**config.mk**
```make
export PLATFORM = sky130hd
export DESIGN_NAME = direction_predictor
export DESIGN_NICKNAME = d
export VERILOG_FILES = /design/src/design/bpu_state_pkg.sv /design/src/design/direction_predictor.sv
export VERILOG_INCLUDE_DIRS = /design/src /design/src/include
export SDC_FILE = /design/constraint.sdc
export NUM_CORES = 2
export LEC_CHECK = 0
export BUFFER_PORTS_ARGS = -buffer_cell sky130_fd_sc_hd__buf_2
export CAP_MARGIN = 20
export CORE_ASPECT_RATIO = 2
export CORE_MARGIN = 8
export CORE_UTILIZATION = 40
export CTS_CLUSTER_DIAMETER = 100
export DETAILED_ROUTE_END_ITERATION = 16
export PLACE_DENSITY_LB_ADDON = 0.08
export SLEW_MARGIN = 20
export SYNTH_ARGS = -nofsm -noshare
export SYNTH_HDL_FRONTEND = slang
export SYNTH_SLANG_ARGS = --single-unit
```
**constraint.sdc**
```tcl
create_clock -name clk -period 4.1 [get_ports clk]
set_input_delay 0 -clock clk [delete_from_list [all_inputs] [get_ports clk]]
set_output_delay 0 -clock clk [all_outputs]
set_load 0.03 [all_outputs]
```
**src/include/bpu_consts.svh**
```systemverilog
`ifndef BPU_CONSTS_SVH
`define BPU_CONSTS_SVH

// address and instruction width
`define BPU_XLEN 32

// global history length
`define BPU_HIST_WIDTH 16

// bimodal table, indexed by pc[9:1]
`define BPU_BIMODAL_ENTRIES 512
`define BPU_BIM_IDX_HI 9
`define BPU_BIM_IDX_LO 1

// direct-mapped btb, indexed by pc[9:2], tagged by pc[31:18]
`define BPU_BTB_ENTRIES 256
`define BPU_BTB_IDX_HI 9
`define BPU_BTB_IDX_LO 2
`define BPU_BTB_TAG_WIDTH 14

`define BPU_RAS_DEPTH 8

// rv32i opcodes of control transfers
`define BPU_OP_BRANCH 7'b1100011
`define BPU_OP_JAL 7'b1101111
`define BPU_OP_JALR 7'b1100111
`define BPU_REG_RA 5'd1

`endif
```
**src/design/bpu_state_pkg.sv**
```systemverilog
`default_nettype none

`include "bpu_consts.svh"

package bpu_state_pkg;

    typedef logic [`BPU_HIST_WIDTH-1:0] history_t;

    // bit 1 is the taken prediction
    typedef logic [1:0] sat_ctr_t;
    localparam sat_ctr_t SAT_CTR_INIT = 2'b01;
    localparam sat_ctr_t SAT_CTR_MAX = 2'b11;
    localparam sat_ctr_t SAT_CTR_MIN = 2'b00;

    typedef logic [`BPU_BTB_TAG_WIDTH-1:0] btb_tag_t;

    // counts 0 .. depth, so one bit wider than the entry index
    typedef logic [$clog2(`BPU_RAS_DEPTH+1)-1:0] ras_ptr_t;

endpackage

`default_nettype wire

```
**src/design/direction_predictor.sv**
```systemverilog
`default_nettype none

`include "bpu_consts.svh"

module direction_predictor
    import bpu_state_pkg::*;
(
    input  logic                 clk,
    input  logic                 rst,
    input  logic                 flush_i,
    input  logic                 upd_en_i,
    input  logic [`BPU_XLEN-1:0] if_pc_i,
    input  logic [`BPU_XLEN-1:0] ex_pc_i,
    input  logic                 ex_branch_taken_i,
    input  logic                 ex_pdt_true_i,
    input  history_t             ex_history_i,
    output logic                 dir_taken_o,
    output history_t             history_o
);

    sat_ctr_t bim_tbl [`BPU_BIMODAL_ENTRIES];
    history_t hist_q;
    sat_ctr_t upd_ctr;
    sat_ctr_t upd_ctr_next;

    logic [`BPU_BIM_IDX_HI-`BPU_BIM_IDX_LO:0] rd_idx;
    logic [`BPU_BIM_IDX_HI-`BPU_BIM_IDX_LO:0] wr_idx;

    assign rd_idx = if_pc_i[`BPU_BIM_IDX_HI:`BPU_BIM_IDX_LO];
    assign wr_idx = ex_pc_i[`BPU_BIM_IDX_HI:`BPU_BIM_IDX_LO];

    assign dir_taken_o = bim_tbl[rd_idx][1];
    assign upd_ctr = bim_tbl[wr_idx];

    // one saturating step toward the resolved outcome
    always_comb begin
        upd_ctr_next = upd_ctr;
        if (ex_branch_taken_i && upd_ctr != SAT_CTR_MAX) begin
            upd_ctr_next = upd_ctr + 2'd1;
        end else if (!ex_branch_taken_i && upd_ctr != SAT_CTR_MIN) begin
            upd_ctr_next = upd_ctr - 2'd1;
        end
    end

    // trained only on mispredictions
    always_ff @(posedge clk) begin
        if (rst) begin
            for (int i = 0; i < `BPU_BIMODAL_ENTRIES; i++) begin
                bim_tbl[i] <= SAT_CTR_INIT;
            end
        end else if (upd_en_i && !ex_pdt_true_i) begin
            bim_tbl[wr_idx] <= upd_ctr_next;
        end
    end

    // flush reloads the pipeline's copy of the history
    always_ff @(posedge clk) begin
        if (rst) begin
            hist_q <= '0;
        end else if (flush_i) begin
            hist_q <= ex_history_i;
        end else if (upd_en_i) begin
            hist_q <= {hist_q[`BPU_HIST_WIDTH-2:0], ex_branch_taken_i};
        end
    end

    assign history_o = hist_q;

endmodule

`default_nettype wire

```
==> impl_metrics.ini <==
[placed_design]
port_buffers = 56
post-place-ws_ns = -0.438
dp.cells = 6149
hpwl_mm = 156
routabilityCongestion = 0.926
dpl_cell_area_mm2 = 0.0614

[global_routing]
grt_start_max_net_pins = 149
grt_first_pass_wirelength_mm = 336
grt.overflow.total = 0
antenna_found_initial = 8
grt_pass1_vias = 42900
grt_usage = 0.306

[cts]
cts.sink_count = 1040
cts_tree = done
clk_pin_slew_ns = 0.07
ctsHtreeMaxLevel = 3
cts_buffers = 103
clk_path_buf_depth = 3
insertion_delay_ns = 0.76
cts-root-buf = clkbuf_16

[outcome]
status = complete, but fails checks
violations = setup timing

[synthesis]
seq_area_frac_synth = 0.551
async_flop_share = 0
syn_area_mm2 = 0.0563
synth.avg_cell_area_um2 = 12.9
synth_ff_type = edfxtp_1
synthTopCellsByArea = edfxtp_1 55%, mux4_2 12%, mux2i_1 5.1%
synth_edf_count = 1024
yosys.area.top_type = edfxtp_1
synth.distinct_cells = 61
netlist.area_leader.share = 0.546
synth-seq-cells = 1040
syn-num-nets = 4469
yosys_warnings = 0
syn_inst = 4381

[floorplanning]
die_area_mm2 = 0.154
fp-row-count = 195
start_util = 0.401
die_h_um = 547
core_area_mm2 = 0.141
io_pins = 103
die_w_um = 281

[min_path]
min_delay_path_depth = 4
hold_end = bim_tbl[321][0]
hold_start = ex_pc_i[4]
hold_class = input pin to flop

[layout]
final_common_cell = edfxtp_1
seqCellArea_mm2 = 0.0311
finalNonFillerCells = 6434
areaGrowthSynthToFinish_pct = 18.6
finalNetCount = 4558
fillCellCount = 12600
final_cell_mix = 1024 x edfxtp_1, 486 x nor3_1, 356 x buf_4
drive_above_1_share = 0.259
multiInputGateArea_mm2 = 0.0228
fin_area_mm2 = 0.0668

[critical_path]
r2r-end = bim_tbl[77][0]
end_kind = flop
r2r_slack_ns = -0.13
path_max_fanout = 8
r2r_start = bim_tbl[55][1]
worstSetupPathType = flop to flop
worstSetupStartpoint = bim_tbl[55][1]
start_kind = flop
worst-endpoint-required_ns = 4.54
reg2reg_depth = 16
critPathArrivalTime_ns = 4.66

[detailed_routing]
vias = 43300
avgRoutedWirePerCell_um = 38.2
wirelength_mm = 245
antenna_left = 0
drcViolationCount = 0
drtIter0Drc = 5463
dr.pass1.iters = 8
drt-vias-per-instance = 6.73

[sta]
whs_ns = 0.0195
fin_crit_sh = 1.03
slew_headroom = 0.335
fin_crit_ns = 4.23
worst_pin_slew_ns = 0.998
setup_viol = 522
setup_ws_ns = -0.128
drv_slew = 0
grt_setup_unrepaired = true
finalSetupTns_ns = -21.04
finalClockSkew_ns = 0.0381
hold_violations = 0
fmax_ghz = 0.237

[flow_run]
max_cap_viol_count = 0

[pwr]
powerDensity_mw_per_mm2 = 426
vdd_drop_max_mv = 0.332
leakage_nw = 22.0
==> repair_timing <==
item | in CTS | in global routing
pin swaps | 1 | 7
cloned | 0 | 43
endpoints found under the setup margin | 990 | 1005
endpoints found under the hold margin | 22 | 0
hold buffers | 33 | 0
resized for setup | 15 | 82
setup buffers | 6 | 7
==> synthesized netlist by cell type (39+ instances only) <==
cell and count:
a22oi_1 128, o21bai_1 192, buf_4 48, nor3_1 493, clkbuf_1 439, nand4_1 212
buf_6 62, nand2_1 85, buf_2 69, a21o_1 321, nor2_1 84, nor4_1 39
mux2i_1 286, edfxtp_1 1024, mux4_2 292, nand3_1 376
==> registers in the layout, summed over array words and instances (netlist names) <==
name	count
bim_tbl	1024
history_o	16
==> worst max-delay path, stage by stage, from the launching register on <==
cell	delay, ns
edfxtp_1	0.40
mux4_2	0.50
mux2i_1	0.21
buf_4	0.19
o22a_1	0.23
o21ai_0	0.19
a2111oi_1	0.42
buf_4	0.19
and3_4	0.19
inv_1	0.07
ha_4	0.18
mux2i_4	0.19
xnor2_4	0.19
clkbuf_16	0.24
clkbuf_16	0.22
clkbuf_16	0.18
nand4_1	0.10
==> layer usage <==
metal,wire [um],track usage,vias up
met4,19000,0.194,6
met1,90500,0.383,22500
met5,40,0,-
met3,19600,0.0461,669
li1,-,-,17600
met2,116000,0.493,2547
==> final cells by class <==
type                    instances  area share
clock inverters                75      0.0112
diodes                          4    0.000150
multi-input cells            2692       0.341
inverters                       5    0.000281
clock buffers                 119      0.0399
flip-flops and latches       1040       0.465
repair buffers                628       0.108
well taps                    1871      0.0350
==> where the power goes <==
group | switching (mW) | leakage [nW] | internal [mW]
logic | 3.79 | 11.3 | 2.72
registers | 0.129 | 8.99 | 11.9
clock network | 4.50 | 1.65 | 5.44
==> worst max-delay path by stage <==
stage,endpoint,cells after the start
floorplan,bim_tbl[174][0],15
global route,bim_tbl[0][0],16
CTS,bim_tbl[418][0],16
detailed placement,bim_tbl[243][1],18
global placement,bim_tbl[380][1],17
finish,bim_tbl[77][0],16
==> per-stage QoR <==
step | total power, mW | util
after global placement | 17.1 | 0.437
after global routing | 29.0 | 0.476
after detailed placement | 17.1 | 0.437
after floorplan | 15.1 | -
final | 28.5 | 0.476
after CTS | 27.0 | 0.465
==> logic make-up (layout without fill, tap and decap cells) <==
kind of cell,count (synthesis),in the layout,synth area share
buffers and inverters,649,827,0.0562
AND/OR/NAND/NOR,1343,1343,0.123
multiplexers,580,580,0.168
XOR/XNOR,1,1,0.000489
flip-flops,1040,1040,0.551
AO/OA/AOI/OAI,766,766,0.101
adder cells (fa/ha/maj),2,2,0.000444
other,0,4,0
Power figures use the tool's default switching activity.
