`config.mk`:
```
export PLATFORM = sky130hd
export DESIGN_NAME = predict_select
export DESIGN_NICKNAME = d
export VERILOG_FILES = /design/src/design/rv_isa_pkg.sv /design/src/design/predict_select.sv
export VERILOG_INCLUDE_DIRS = /design/src /design/src/include
export SDC_FILE = /design/constraint.sdc
export NUM_CORES = 1
export LEC_CHECK = 0
export ABC_AREA = 1
export BUFFER_PORTS_ARGS = -buffer_cell sky130_fd_sc_hd__buf_4
export CORE_MARGIN = 5
export CORE_UTILIZATION = 50
export DETAILED_ROUTE_END_ITERATION = 10
export PLACE_DENSITY = 0.79
export SLEW_MARGIN = 0
export SYNTH_ARGS = -nofsm -noshare
export SYNTH_HDL_FRONTEND = slang
export SYNTH_SLANG_ARGS = --single-unit
export TNS_END_PERCENT = 100
```
`constraint.sdc`:
```
create_clock -name vclk -period 3.6
set_input_delay 0.54 -clock vclk [all_inputs]
set_output_delay 0.54 -clock vclk [all_outputs]
set_load 0.01 [all_outputs]
```
`src/include/bpu_consts.svh`:
```
`ifndef BPU_CONSTS_SVH
`define BPU_CONSTS_SVH

// address and instruction width
`define BPU_XLEN 32

// global history length
`define BPU_HIST_WIDTH 16

// bimodal table, indexed by pc[9:1]
`define BPU_BIMODAL_ENTRIES 512
`define BPU_BIM_IDX_HI 9
`define BPU_BIM_IDX_LO 1

// direct-mapped btb, indexed by pc[9:2], tagged by pc[31:18]
`define BPU_BTB_ENTRIES 256
`define BPU_BTB_IDX_HI 9
`define BPU_BTB_IDX_LO 2
`define BPU_BTB_TAG_WIDTH 14

`define BPU_RAS_DEPTH 8

// rv32i opcodes of control transfers
`define BPU_OP_BRANCH 7'b1100011
`define BPU_OP_JAL 7'b1101111
`define BPU_OP_JALR 7'b1100111
`define BPU_REG_RA 5'd1

`endif
```
`src/design/rv_isa_pkg.sv`:
```
`default_nettype none

`include "bpu_consts.svh"

package rv_isa_pkg;

    // B-format field layout
    typedef struct packed {
        logic       imm12;
        logic [5:0] imm10_5;
        logic [4:0] rs2;
        logic [4:0] rs1;
        logic [2:0] funct3;
        logic [3:0] imm4_1;
        logic       imm11;
        logic [6:0] opcode;
    } rv_btype_t;

    // J-format field layout
    typedef struct packed {
        logic       imm20;
        logic [9:0] imm10_1;
        logic       imm11;
        logic [7:0] imm19_12;
        logic [4:0] rd;
        logic [6:0] opcode;
    } rv_jtype_t;

    typedef union packed {
        rv_btype_t b;
        rv_jtype_t j;
    } rv_inst_u;

    typedef enum logic [2:0] {
        CTI_NONE,
        CTI_BRANCH,
        CTI_JAL,
        CTI_JALR,
        CTI_CALL,
        CTI_RET
    } cti_kind_e;

    // jal always counts as a call, plain jalr only without a link register
    function automatic cti_kind_e cti_kind(input logic [`BPU_XLEN-1:0] word);
        rv_inst_u  inst;
        cti_kind_e kind;
        inst = word;
        case (inst.b.opcode)
            `BPU_OP_BRANCH: kind = CTI_BRANCH;
            `BPU_OP_JAL:    kind = CTI_CALL;
            `BPU_OP_JALR: begin
                if (inst.j.rd == 5'd0 && inst.b.rs1 == `BPU_REG_RA) begin
                    kind = CTI_RET;
                end else if (inst.j.rd != 5'd0) begin
                    kind = CTI_CALL;
                end else begin
                    kind = CTI_JALR;
                end
            end
            default: kind = CTI_NONE;
        endcase
        return kind;
    endfunction

    function automatic logic is_jal(input logic [`BPU_XLEN-1:0] word);
        rv_inst_u inst;
        inst = word;
        return inst.j.opcode == `BPU_OP_JAL;
    endfunction

    function automatic logic [`BPU_XLEN-1:0] b_offset(input logic [`BPU_XLEN-1:0] word);
        rv_inst_u inst;
        inst = word;
        return {{(`BPU_XLEN-12){inst.b.imm12}}, inst.b.imm11, inst.b.imm10_5,
                inst.b.imm4_1, 1'b0};
    endfunction

    function automatic logic [`BPU_XLEN-1:0] j_offset(input logic [`BPU_XLEN-1:0] word);
        rv_inst_u inst;
        inst = word;
        return {{(`BPU_XLEN-20){inst.j.imm20}}, inst.j.imm19_12, inst.j.imm11,
                inst.j.imm10_1, 1'b0};
    endfunction

endpackage

`default_nettype wire

```
`src/design/predict_select.sv`:
```
`default_nettype none

`include "bpu_consts.svh"

module predict_select
    import rv_isa_pkg::*;
(
    input  logic                 flush_i,
    input  logic                 if_stall_i,
    input  logic                 ex_branch_valid_i,
    input  logic                 ex_stall_i,
    input  logic [`BPU_XLEN-1:0] if_pc_i,
    input  logic [`BPU_XLEN-1:0] if_inst_i,
    input  logic                 dir_taken_i,
    input  logic                 btb_hit_i,
    input  logic [`BPU_XLEN-1:0] btb_target_i,
    input  logic                 ras_valid_i,
    input  logic [`BPU_XLEN-1:0] ras_top_i,
    output logic                 upd_en_o,
    output logic                 branch_or_not_o,
    output logic [`BPU_XLEN-1:0] pdt_pc_o,
    output logic                 pdt_res_o
);

    cti_kind_e            if_kind;
    logic                 if_jal;
    logic [`BPU_XLEN-1:0] seq_pc;

    // the one place where execute feedback is accepted
    assign upd_en_o = ex_branch_valid_i && !flush_i && !if_stall_i && !ex_stall_i;

    assign if_kind = cti_kind(if_inst_i);
    assign if_jal = is_jal(if_inst_i);
    assign seq_pc = if_pc_i + `BPU_XLEN'd4;

    always_comb begin
        branch_or_not_o = 1'b0;
        pdt_res_o = 1'b0;
        pdt_pc_o = seq_pc;
        // flush and fetch stall both give the idle prediction
        if (!flush_i && !if_stall_i && if_kind != CTI_NONE) begin
            branch_or_not_o = 1'b1;
            if (if_kind == CTI_RET) begin
                // stack first, btb as fallback
                if (ras_valid_i) begin
                    pdt_res_o = 1'b1;
                    pdt_pc_o = ras_top_i;
                end else if (btb_hit_i) begin
                    pdt_res_o = 1'b1;
                    pdt_pc_o = btb_target_i;
                end
            end else if (!if_jal && if_kind != CTI_BRANCH) begin
                // indirect jump, only the btb knows the target
                pdt_res_o = btb_hit_i;
                if (btb_hit_i) begin
                    pdt_pc_o = btb_target_i;
                end
            end else if (if_jal) begin
                pdt_res_o = 1'b1;
                pdt_pc_o = if_pc_i + j_offset(if_inst_i);
            end else begin
                pdt_res_o = dir_taken_i;
                if (dir_taken_i) begin
                    pdt_pc_o = btb_hit_i ? btb_target_i : if_pc_i + b_offset(if_inst_i);
                end
            end
        end
    end

endmodule

`default_nettype wire

```
==> impl_metrics.csv <==
group,metric,value,unit
hold_path,hp-class,"in2out",
yosys,syn_area_per_cell,4.81,um2
finish,finalNonFillerCells,1730,
finish,n_antenna_cell,0,
floorplanning,die_w,126,um
route,drc,0,
timing,fin_crit,3.48,ns
floorplanning,coreArea,13200,um2
finish,n_fill_cell,1350,
critical_path,critical_path.max_stage_delay,0.45,ns
global_routing,grt_max_degree,39,
critical_path,path_class,"in2out",
cts,hold_buffers,0,
route,drt_pre_antenna_iters,9,
global_routing,grt_pass1_wl,49100,um
timing,slew_headroom,0.557,
yosys,synth_fp_nets,1572,
route,wl_per_cell,18.8,um
route,routed_wl,32500,um
place,placed_area,8290,um2
power,p_leak,4.53,nW
critical_path,crit_required,3.06,ns
timing,final-setup-viol-count,0,
timing,period_share,0.967,
critical_path,cpMostUsedCell,"nand2_1",
timing,tightestPinTransition,0.662,ns
finish,layout-drive-gt1-share,0.162,
place,pre_cts_slack,0.144,ns
route,dr.first_iter.drc_count,1620,
global_routing,grt_pass1_vias,9050,
critical_path,worstSetupStartpointType,"input pin",
place,hpwlAfterDp,27000,um
place,routabilityCongestion,1.10,
place,place_inst,1730,
floorplanning,initial_core_util,0.507,
finish,fin_nets,1737,
place,port_buffers,170,
floorplanning,fp-row-count,42,
yosys,yosysTopAreaCell,"nand2_1",
timing,hold_viol_final,0,
floorplanning,die_h,126,um
power,ir_worst_vdd,0.0786,mV
finish,stdcell_area,8340,um2
yosys,synth_area,6690,um2
yosys,synth.yosys.warnings,0,
finish,nFlopsAndLatches,0,
floorplanning,dieArea,15800,um2
route,vias,10300,
timing,fmaxAchievable,0.287,GHz
timing,slew_violations,0,
yosys,synth_area_leaders,"nand2_1 (25%), nor2_1 (10%), a21oi_1 (10%), nand3_1 (10%), inv_1 (8.3%)",
cts,post_cts_buffers,0,
yosys,syn_inst,1391,
floorplanning,ios,170,
route,ant_nets,0,
finish,clkbuf_count,0,
yosys,synth_top_area_share,0.252,
global_routing,overflow,0,
finish,area_delta_synth_final,24.8,%
finish,final-seq-area,0,um2
power,power_density,138,nW/um2
critical_path,crit_slowest_cell,"ha_2",
outcome,status,"completed",
timing,tns,0,ns
critical_path,cp.arrival,2.94,ns
critical_path,cp-end-kind,"output pin",
critical_path,path_cells,"buf_4, ha_2, nand2_1, buf_4, nor2_1, nand2_1, nor2_1, nand2_1, nand4_1, nand3_1, nand2_1, nand2_1, nand3_1, nand2_1, a21oi_1, buf_4",
cts,cts_resized,0,
timing,rsz0062_at_grt,"false",
route,via_per_inst,5.95,
job,drv_cap,0,
critical_path,worst-path-max-fanout,20,
timing,fin_ws,0.117,ns
yosys,synth_seq_area_share,0,
global_routing,antenna_found_initial,0,
global_routing,grt_usage,0.382,
yosys,ys_types,48,
[routing by layer]
metal / track usage / vias up / share of wire
li1: - / 4880 / -
met1: 0.565 / 4585 / 0.43
met2: 0.556 / 743 / 0.40
met3: 0.0817 / 84 / 0.14
met4: 0.103 / 0 / 0.032
met5: 0 / - / 0
[metrics by stage]
step,hold slack [ns],utilization,total power (W)
after floorplan,1.13,-,0.000660
after global placement,1.32,0.628,0.00109
after detailed placement,1.33,0.628,0.00110
after CTS,1.33,0.628,0.00110
after global routing,1.35,0.632,0.00125
final,1.33,0.632,0.00115
[cells in the mapped netlist, drive strengths merged, types with 2 or more instances]
| cell type | count |
|---|---|
| nor3 | 22 |
| a21oi | 136 |
| nor2 | 188 |
| o21bai | 6 |
| inv | 155 |
| clkinv | 2 |
| or2 | 6 |
| a31oi | 2 |
| o211ai | 8 |
| buf | 18 |
| o21a | 6 |
| nor4 | 6 |
| a21boi | 14 |
| nand4 | 14 |
| clkbuf | 28 |
| nand3 | 137 |
| xor2 | 24 |
| fa | 2 |
| xnor2 | 11 |
| o21ai | 91 |
| nor3b | 4 |
| ha | 44 |
| nand2 | 452 |
| nand3b | 5 |
[power by group]
| group | internal [W] | switching, W | total, W |
|---|---|---|---|
| sequential | 0 | 0 | 0 |
| combinational | 0.000431 | 0.000722 | 0.00115 |
| clock | 0 | 0 | 0 |
| total | 0.000431 | 0.000722 | 0.00115 |
[layout make-up]
type,count,area [um2],share of cell area
Multi-Input combinational cell,1188,5950,0.713
Tap cell,176,220,0.0264
Timing Repair Buffer,209,1580,0.190
Inverter,157,589,0.0707
[cells in the final DEF, fill, tap and decap left out, types with 3 or more instances in the layout]
cell type / count
a21boi_0: 10
a21boi_1: 4
a21oi_1: 133
a21oi_2: 3
buf_4: 208
ha_1: 38
ha_2: 6
inv_1: 148
inv_2: 7
nand2_1: 446
nand2_2: 6
nand3_1: 134
nand3_2: 3
nand3b_1: 5
nand4_1: 14
nor2_1: 183
nor2_2: 3
nor3_1: 20
nor3b_1: 4
nor4_1: 4
o211ai_1: 8
o21a_1: 6
o21ai_0: 76
o21ai_1: 13
o21bai_1: 6
or2_2: 6
xnor2_1: 11
xor2_1: 23
[path summary, 6_finish.rpt]
kind,from,endpoint,depth (start not counted)
setup / recovery,if_inst_i[31],pdt_pc_o[26],16
hold / removal,ex_stall_i,upd_en_o,3
[worst max-delay path, delay by kind of cell]
family / cells / cell delay [ns]
AOI/OAI and AO/OA: 1 / 0.14
adders and majority gates: 1 / 0.45
and+or+nand+nor: 11 / 1.31
buffers and inverters: 3 / 0.49
[logic make-up (layout without fill, tap and decap cells)]
| group | count (synthesis) | after routing | synth area share |
|---|---|---|---|
| compound gates | 271 | 271 | 0.220 |
| xor+xnor | 35 | 35 | 0.0470 |
| fa+ha+maj | 46 | 46 | 0.0883 |
| buf+inv | 203 | 366 | 0.118 |
| mux | 1 | 1 | 0.00150 |
| simple gates | 835 | 835 | 0.525 |
Power figures use the tool's default switching activity.
