$ cat src/include/bpu_consts.svh
`ifndef BPU_CONSTS_SVH
`define BPU_CONSTS_SVH

// address and instruction width
`define BPU_XLEN 32

// global history length
`define BPU_HIST_WIDTH 16

// bimodal table, indexed by pc[9:1]
`define BPU_BIMODAL_ENTRIES 512
`define BPU_BIM_IDX_HI 9
`define BPU_BIM_IDX_LO 1

// direct-mapped btb, indexed by pc[9:2], tagged by pc[31:18]
`define BPU_BTB_ENTRIES 256
`define BPU_BTB_IDX_HI 9
`define BPU_BTB_IDX_LO 2
`define BPU_BTB_TAG_WIDTH 14

`define BPU_RAS_DEPTH 8

// rv32i opcodes of control transfers
`define BPU_OP_BRANCH 7'b1100011
`define BPU_OP_JAL 7'b1101111
`define BPU_OP_JALR 7'b1100111
`define BPU_REG_RA 5'd1

`endif
$ cat src/design/bpu_state_pkg.sv
`default_nettype none

`include "bpu_consts.svh"

package bpu_state_pkg;

    typedef logic [`BPU_HIST_WIDTH-1:0] history_t;

    // bit 1 is the taken prediction
    typedef logic [1:0] sat_ctr_t;
    localparam sat_ctr_t SAT_CTR_INIT = 2'b01;
    localparam sat_ctr_t SAT_CTR_MAX = 2'b11;
    localparam sat_ctr_t SAT_CTR_MIN = 2'b00;

    typedef logic [`BPU_BTB_TAG_WIDTH-1:0] btb_tag_t;

    // counts 0 .. depth, so one bit wider than the entry index
    typedef logic [$clog2(`BPU_RAS_DEPTH+1)-1:0] ras_ptr_t;

endpackage

`default_nettype wire

$ cat src/design/rv_isa_pkg.sv
`default_nettype none

`include "bpu_consts.svh"

package rv_isa_pkg;

    // B-format field layout
    typedef struct packed {
        logic       imm12;
        logic [5:0] imm10_5;
        logic [4:0] rs2;
        logic [4:0] rs1;
        logic [2:0] funct3;
        logic [3:0] imm4_1;
        logic       imm11;
        logic [6:0] opcode;
    } rv_btype_t;

    // J-format field layout
    typedef struct packed {
        logic       imm20;
        logic [9:0] imm10_1;
        logic       imm11;
        logic [7:0] imm19_12;
        logic [4:0] rd;
        logic [6:0] opcode;
    } rv_jtype_t;

    typedef union packed {
        rv_btype_t b;
        rv_jtype_t j;
    } rv_inst_u;

    typedef enum logic [2:0] {
        CTI_NONE,
        CTI_BRANCH,
        CTI_JAL,
        CTI_JALR,
        CTI_CALL,
        CTI_RET
    } cti_kind_e;

    // jal always counts as a call, plain jalr only without a link register
    function automatic cti_kind_e cti_kind(input logic [`BPU_XLEN-1:0] word);
        rv_inst_u  inst;
        cti_kind_e kind;
        inst = word;
        case (inst.b.opcode)
            `BPU_OP_BRANCH: kind = CTI_BRANCH;
            `BPU_OP_JAL:    kind = CTI_CALL;
            `BPU_OP_JALR: begin
                if (inst.j.rd == 5'd0 && inst.b.rs1 == `BPU_REG_RA) begin
                    kind = CTI_RET;
                end else if (inst.j.rd != 5'd0) begin
                    kind = CTI_CALL;
                end else begin
                    kind = CTI_JALR;
                end
            end
            default: kind = CTI_NONE;
        endcase
        return kind;
    endfunction

    function automatic logic is_jal(input logic [`BPU_XLEN-1:0] word);
        rv_inst_u inst;
        inst = word;
        return inst.j.opcode == `BPU_OP_JAL;
    endfunction

    function automatic logic [`BPU_XLEN-1:0] b_offset(input logic [`BPU_XLEN-1:0] word);
        rv_inst_u inst;
        inst = word;
        return {{(`BPU_XLEN-12){inst.b.imm12}}, inst.b.imm11, inst.b.imm10_5,
                inst.b.imm4_1, 1'b0};
    endfunction

    function automatic logic [`BPU_XLEN-1:0] j_offset(input logic [`BPU_XLEN-1:0] word);
        rv_inst_u inst;
        inst = word;
        return {{(`BPU_XLEN-20){inst.j.imm20}}, inst.j.imm19_12, inst.j.imm11,
                inst.j.imm10_1, 1'b0};
    endfunction

endpackage

`default_nettype wire

$ cat src/design/return_stack.sv
`default_nettype none

`include "bpu_consts.svh"

module return_stack
    import rv_isa_pkg::*;
    import bpu_state_pkg::*;
(
    input  logic                 clk,
    input  logic                 rst,
    input  logic                 upd_en_i,
    input  logic [`BPU_XLEN-1:0] ex_pc_i,
    input  logic [`BPU_XLEN-1:0] ex_inst_i,
    output logic                 ras_valid_o,
    output logic [`BPU_XLEN-1:0] ras_top_o
);

    localparam int IDX_W = $clog2(`BPU_RAS_DEPTH);
    localparam ras_ptr_t RAS_FULL = ras_ptr_t'(`BPU_RAS_DEPTH);

    logic [`BPU_XLEN-1:0] stack_q [`BPU_RAS_DEPTH];
    ras_ptr_t             depth_q;
    ras_ptr_t             top_ptr;
    cti_kind_e            ex_kind;
    logic                 push;
    logic                 pop;
    logic                 full;
    logic [IDX_W-1:0]     wr_idx;

    assign ex_kind = cti_kind(ex_inst_i);
    assign full = (depth_q == RAS_FULL);
    assign push = upd_en_i && (ex_kind == CTI_CALL);
    assign pop = upd_en_i && (ex_kind == CTI_RET) && (depth_q != '0);

    // a full depth has zero index bits, so overflow wraps to the bottom entry
    assign wr_idx = depth_q[IDX_W-1:0];

    always_ff @(posedge clk) begin
        if (rst) begin
            depth_q <= '0;
        end else if (push) begin
            depth_q <= full ? ras_ptr_t'(1) : depth_q + 1'b1;
        end else if (pop) begin
            depth_q <= depth_q - 1'b1;
        end
    end

    always_ff @(posedge clk) begin
        if (push) begin
            stack_q[wr_idx] <= ex_pc_i + `BPU_XLEN'd4;
        end
    end

    assign top_ptr = depth_q - 1'b1;
    assign ras_top_o = stack_q[top_ptr[IDX_W-1:0]];
    assign ras_valid_o = (depth_q != '0);

endmodule

`default_nettype wire

$ cat config.mk
export PLATFORM = sky130hd
export DESIGN_NAME = return_stack
export DESIGN_NICKNAME = d
export VERILOG_FILES = /design/src/design/bpu_state_pkg.sv /design/src/design/rv_isa_pkg.sv /design/src/design/return_stack.sv
export VERILOG_INCLUDE_DIRS = /design/src /design/src/include
export SDC_FILE = /design/constraint.sdc
export NUM_CORES = 1
export LEC_CHECK = 0
export BUFFER_PORTS_ARGS = -buffer_cell sky130_fd_sc_hd__buf_2
export CORE_MARGIN = 4
export CORE_UTILIZATION = 53
export CTS_CLUSTER_SIZE = 8
export DETAILED_ROUTE_END_ITERATION = 10
export GPL_ROUTABILITY_DRIVEN = 0
export PLACE_DENSITY = 0.86
export SLEW_MARGIN = 5
export SYNTH_ARGS = -nofsm -noshare
export SYNTH_HDL_FRONTEND = slang
export SYNTH_SLANG_ARGS = --single-unit
export TNS_END_PERCENT = 20
$ cat constraint.sdc
create_clock -name clk -period 3.9 [get_ports clk]
set_input_delay 0.195 -clock clk [delete_from_list [all_inputs] [get_ports clk]]
set_output_delay 0.195 -clock clk [all_outputs]
set_load 0.05 [all_outputs]
==> qor.log <==
INFO  outcome        outcome=complete, no violations
INFO  sta            maxSlewHeadroom=21.8%
INFO  sta            rsz0062_at_grt=false
INFO  setup_path     arrival=3.31ns
INFO  finish         finished_layout_cell_area=12600squm
INFO  synth          synth_fp_nets=601
INFO  sta            max_freq=286MHz
INFO  finish         drive_gt1_share=37.4%
INFO  setup_path     r2r_setup_slack=0.91ns
INFO  setup_path     worst-setup-path-type=reg -> out
INFO  synth          netlist_area=10600squm
INFO  sta            total_negative_setup_slack=0ns
INFO  global_route   first_pass_grt_wire_length=36.1mm
INFO  cts            tritoncts_clock_tree=built
INFO  routing        avgRoutedWirePerCell=25.4microns
INFO  finish         antenna-diode-count=0
INFO  synth          synth.top_cells.by_area=edfxtp_1 73%, mux4_2 14%, mux2_2 3.5%
INFO  sta            clock_skew=0.0111ns
INFO  sta            tightestPinTransition=1.17ns
INFO  synth          synth.ff_latch_count=260
INFO  sta            timing.final.setup_violations=0
INFO  finish         final_common_cell=edfxtp_1
INFO  routing        drtPass1Iterations=5
INFO  routing        detailroute.via_count=5753
INFO  sta            worst_hold_slack=0.143ns
INFO  cts            clk-insertion-delay-late=0.50ns
INFO  power_and_ir_drop p_leak=0.00407uW
INFO  cts            tritoncts.num_buffers=38
INFO  floorplan      core=19600squm
INFO  synth          yosys_warnings=0
INFO  floorplan      placement_rows=51
INFO  setup_path     worst-path-max-fanout=34
INFO  placed_design  io_buffers=84
INFO  synth          cell_count_after_synthesis=530
INFO  setup_path     crit_chain=inv_1, ha_2, buf_4, mux4_2, mux2_2, buf_2
INFO  routing        post_drt_via_cell_ratio=6.17
INFO  power_and_ir_drop ir_drop=0.289mV
INFO  setup_path     worstSetupStartpointType=flop
INFO  floorplan      die_h=149microns
INFO  global_route   grt_start_max_net_pins=43
INFO  cts            clock_tree.htree_level_count=2
INFO  synth          syn_area_per_cell=20.0squm
INFO  placed_design  placement.cell_area=11500squm
INFO  sta            final_hold_viol_count=0
INFO  synth          synth.yosys.seq_area_share=73.3%
INFO  cts            cts.sink_count=260
INFO  finish         fin_util=64.3%
INFO  sta            report.final.slew_viol_count=0
INFO  setup_path     critical_path.endpoint_type=output port
INFO  cts            cts_max_path_buffers=3
INFO  global_route   tot_gr_track_use=21.7%
INFO  setup_path     critical-path-max-stage-delay=0.81ns
INFO  sta            post-route-period-util=89.8%
INFO  placed_design  place.detailed.hpwl=12.6mm
INFO  routing        remaining_routing_drc_violations=0
INFO  routing        drtIter0Drc=654
INFO  routing        antenna_left=0
INFO  worst_hold_path min_path_type=in -> reg
INFO  global_route   vias_in_the_first_global_route=6003
INFO  floorplan      fp.dieArea=22300squm
INFO  cts            clockRootBuffer=clkbuf_16
INFO  finish         p_r_area_growth_vs_syn=18.9%
INFO  floorplan      initial_core_util=54.1%
INFO  synth          yosys.area.top_type=edfxtp_1
INFO  floorplan      die-width=149microns
INFO  cts            worst_setup_hold_path_clk_slew=0.05ns
INFO  power_and_ir_drop pwr_density_cell=497nW/um^2
INFO  run            maxCapViolations=0
INFO  finish         layout.cells.most_common_list=256 x edfxtp_1, 84 x buf_2, 64 x mux4_2
INFO  sta            minimum_clock_period=3.50ns
INFO  finish         nets=723
INFO  global_route   grt.overflow.total=0
INFO  synth          yosys.cell_types.count=37
INFO  routing        finalWirelength=23.7mm
INFO  setup_path     required=3.70ns
INFO  setup_path     cp_slowest_cell=dfxtp_4
INFO  floorplan      num_io_pins=100
INFO  synth          yosysTopAreaCellShare=72.5%
INFO  cts            post_cts.resized_instances=0
INFO  finish         fill_cells=1230
INFO  global_route   initial_antenna_violation_count=1
[power by group]
part / switching, uW / internal (uW)
clock network: 1080 / 1950
logic: 98.7 / 51.0
registers: 1.99 / 3080
[cell families (layout without fill, tap and decap cells)]
family          count (synthesis)  in the layout  synth area share (%)
flops                         260            260                  73.3
mux                            97             97                  17.1
simple gates                   96             96                  4.58
xor+xnor                       29             29                  2.40
buf+inv                        29            167                  1.06
compound gates                 15             15                  1.07
fa+ha+maj                       4              4                 0.472
[timing repair]
| action | CTS | global route |
|---|---|---|
| endpoints found under the setup margin | 0 | 0 |
| endpoints found under the hold margin | 17 | 0 |
| hold buffers | 3 | 0 |
| setup buffers | 0 | 0 |
[sequential cells by signal, summed over array words and instances, names as in the netlist]
| register | count |
|---|---|
| stack_q | 256 |
| depth_q | 4 |
[cells in the mapped netlist (all sizes together)]
library cell	n
nor3	14
nand3	20
nand4b	1
o221ai	1
clkbuf	12
or3b	1
nand2	19
edfxtp	256
or3	2
nand2b	2
or4	1
ha	4
o21ai	2
nor2	19
o311ai	1
o31a	1
a2111o	2
and4	3
xnor2	13
mux2	33
nand4	6
nor4	4
and3	1
a211oi	1
dfxtp	4
o2111ai	1
inv	10
a21oi	3
mux4	64
a32oi	1
o21a	2
and2	1
xor2	16
buf	7
nor4b	2
[worst paths after layout]
kind | start | end | cells past startpoint
hold / removal | ex_pc_i[2] | stack_q[6][2]$_DFFE_PP_ | 2
setup reg to reg | depth_q[0]$_SDFFE_PP0P_ | stack_q[3][24]$_DFFE_PP_ | 3
hold reg to reg | depth_q[3]$_SDFFE_PP0P_ | depth_q[3]$_SDFFE_PP0P_ | 2
setup / recovery | depth_q[0]$_SDFFE_PP0P_ | ras_top_o[8] | 6
[layer usage]
layer | routed length (microns) | global-route usage (%) | part of all wire [%] | up-vias
met5 | 7 | 0 | 0.030 | -
met4 | 671 | 7.14 | 2.8 | 2
met3 | 1920 | 3.62 | 8.1 | 57
met2 | 12300 | 37.0 | 52 | 358
met1 | 8760 | 28.9 | 37 | 2916
li1 | - | - | - | 2420
[worst max-delay path: cells and delay by family (launching register included)]
| kind | cells | cell delay, ns |
|---|---|---|
| buffers and inverters | 3 | 0.86 |
| DFF | 1 | 0.81 |
| muxes | 2 | 0.69 |
| adders and majority gates | 1 | 0.44 |
[cell type report]
| type | instances | area (sq um) | area share [%] |
|---|---|---|---|
| sequential | 260 | 7770 | 61.7 |
| timing repair buffer | 101 | 568 | 4.51 |
| multi-input combinational | 241 | 2780 | 22.1 |
| clock inverter | 1 | 30.0 | 0.238 |
| tap | 265 | 332 | 2.63 |
| inverter | 10 | 37.5 | 0.298 |
| clock buffer | 55 | 1080 | 8.56 |
[stage by stage]
stage	setup WS, ns	total power (uW)	std cells
6_report	0.400	6260	933
5_1_grt	0.190	6450	933
4_1_cts	0.311	6290	933
3_5_place_dp	0.754	3280	874
3_3_place_gp	0.851	3270	874
2_1_floorplan	0.240	3210	530
Note: power is estimated with default switching activity, not from simulation.
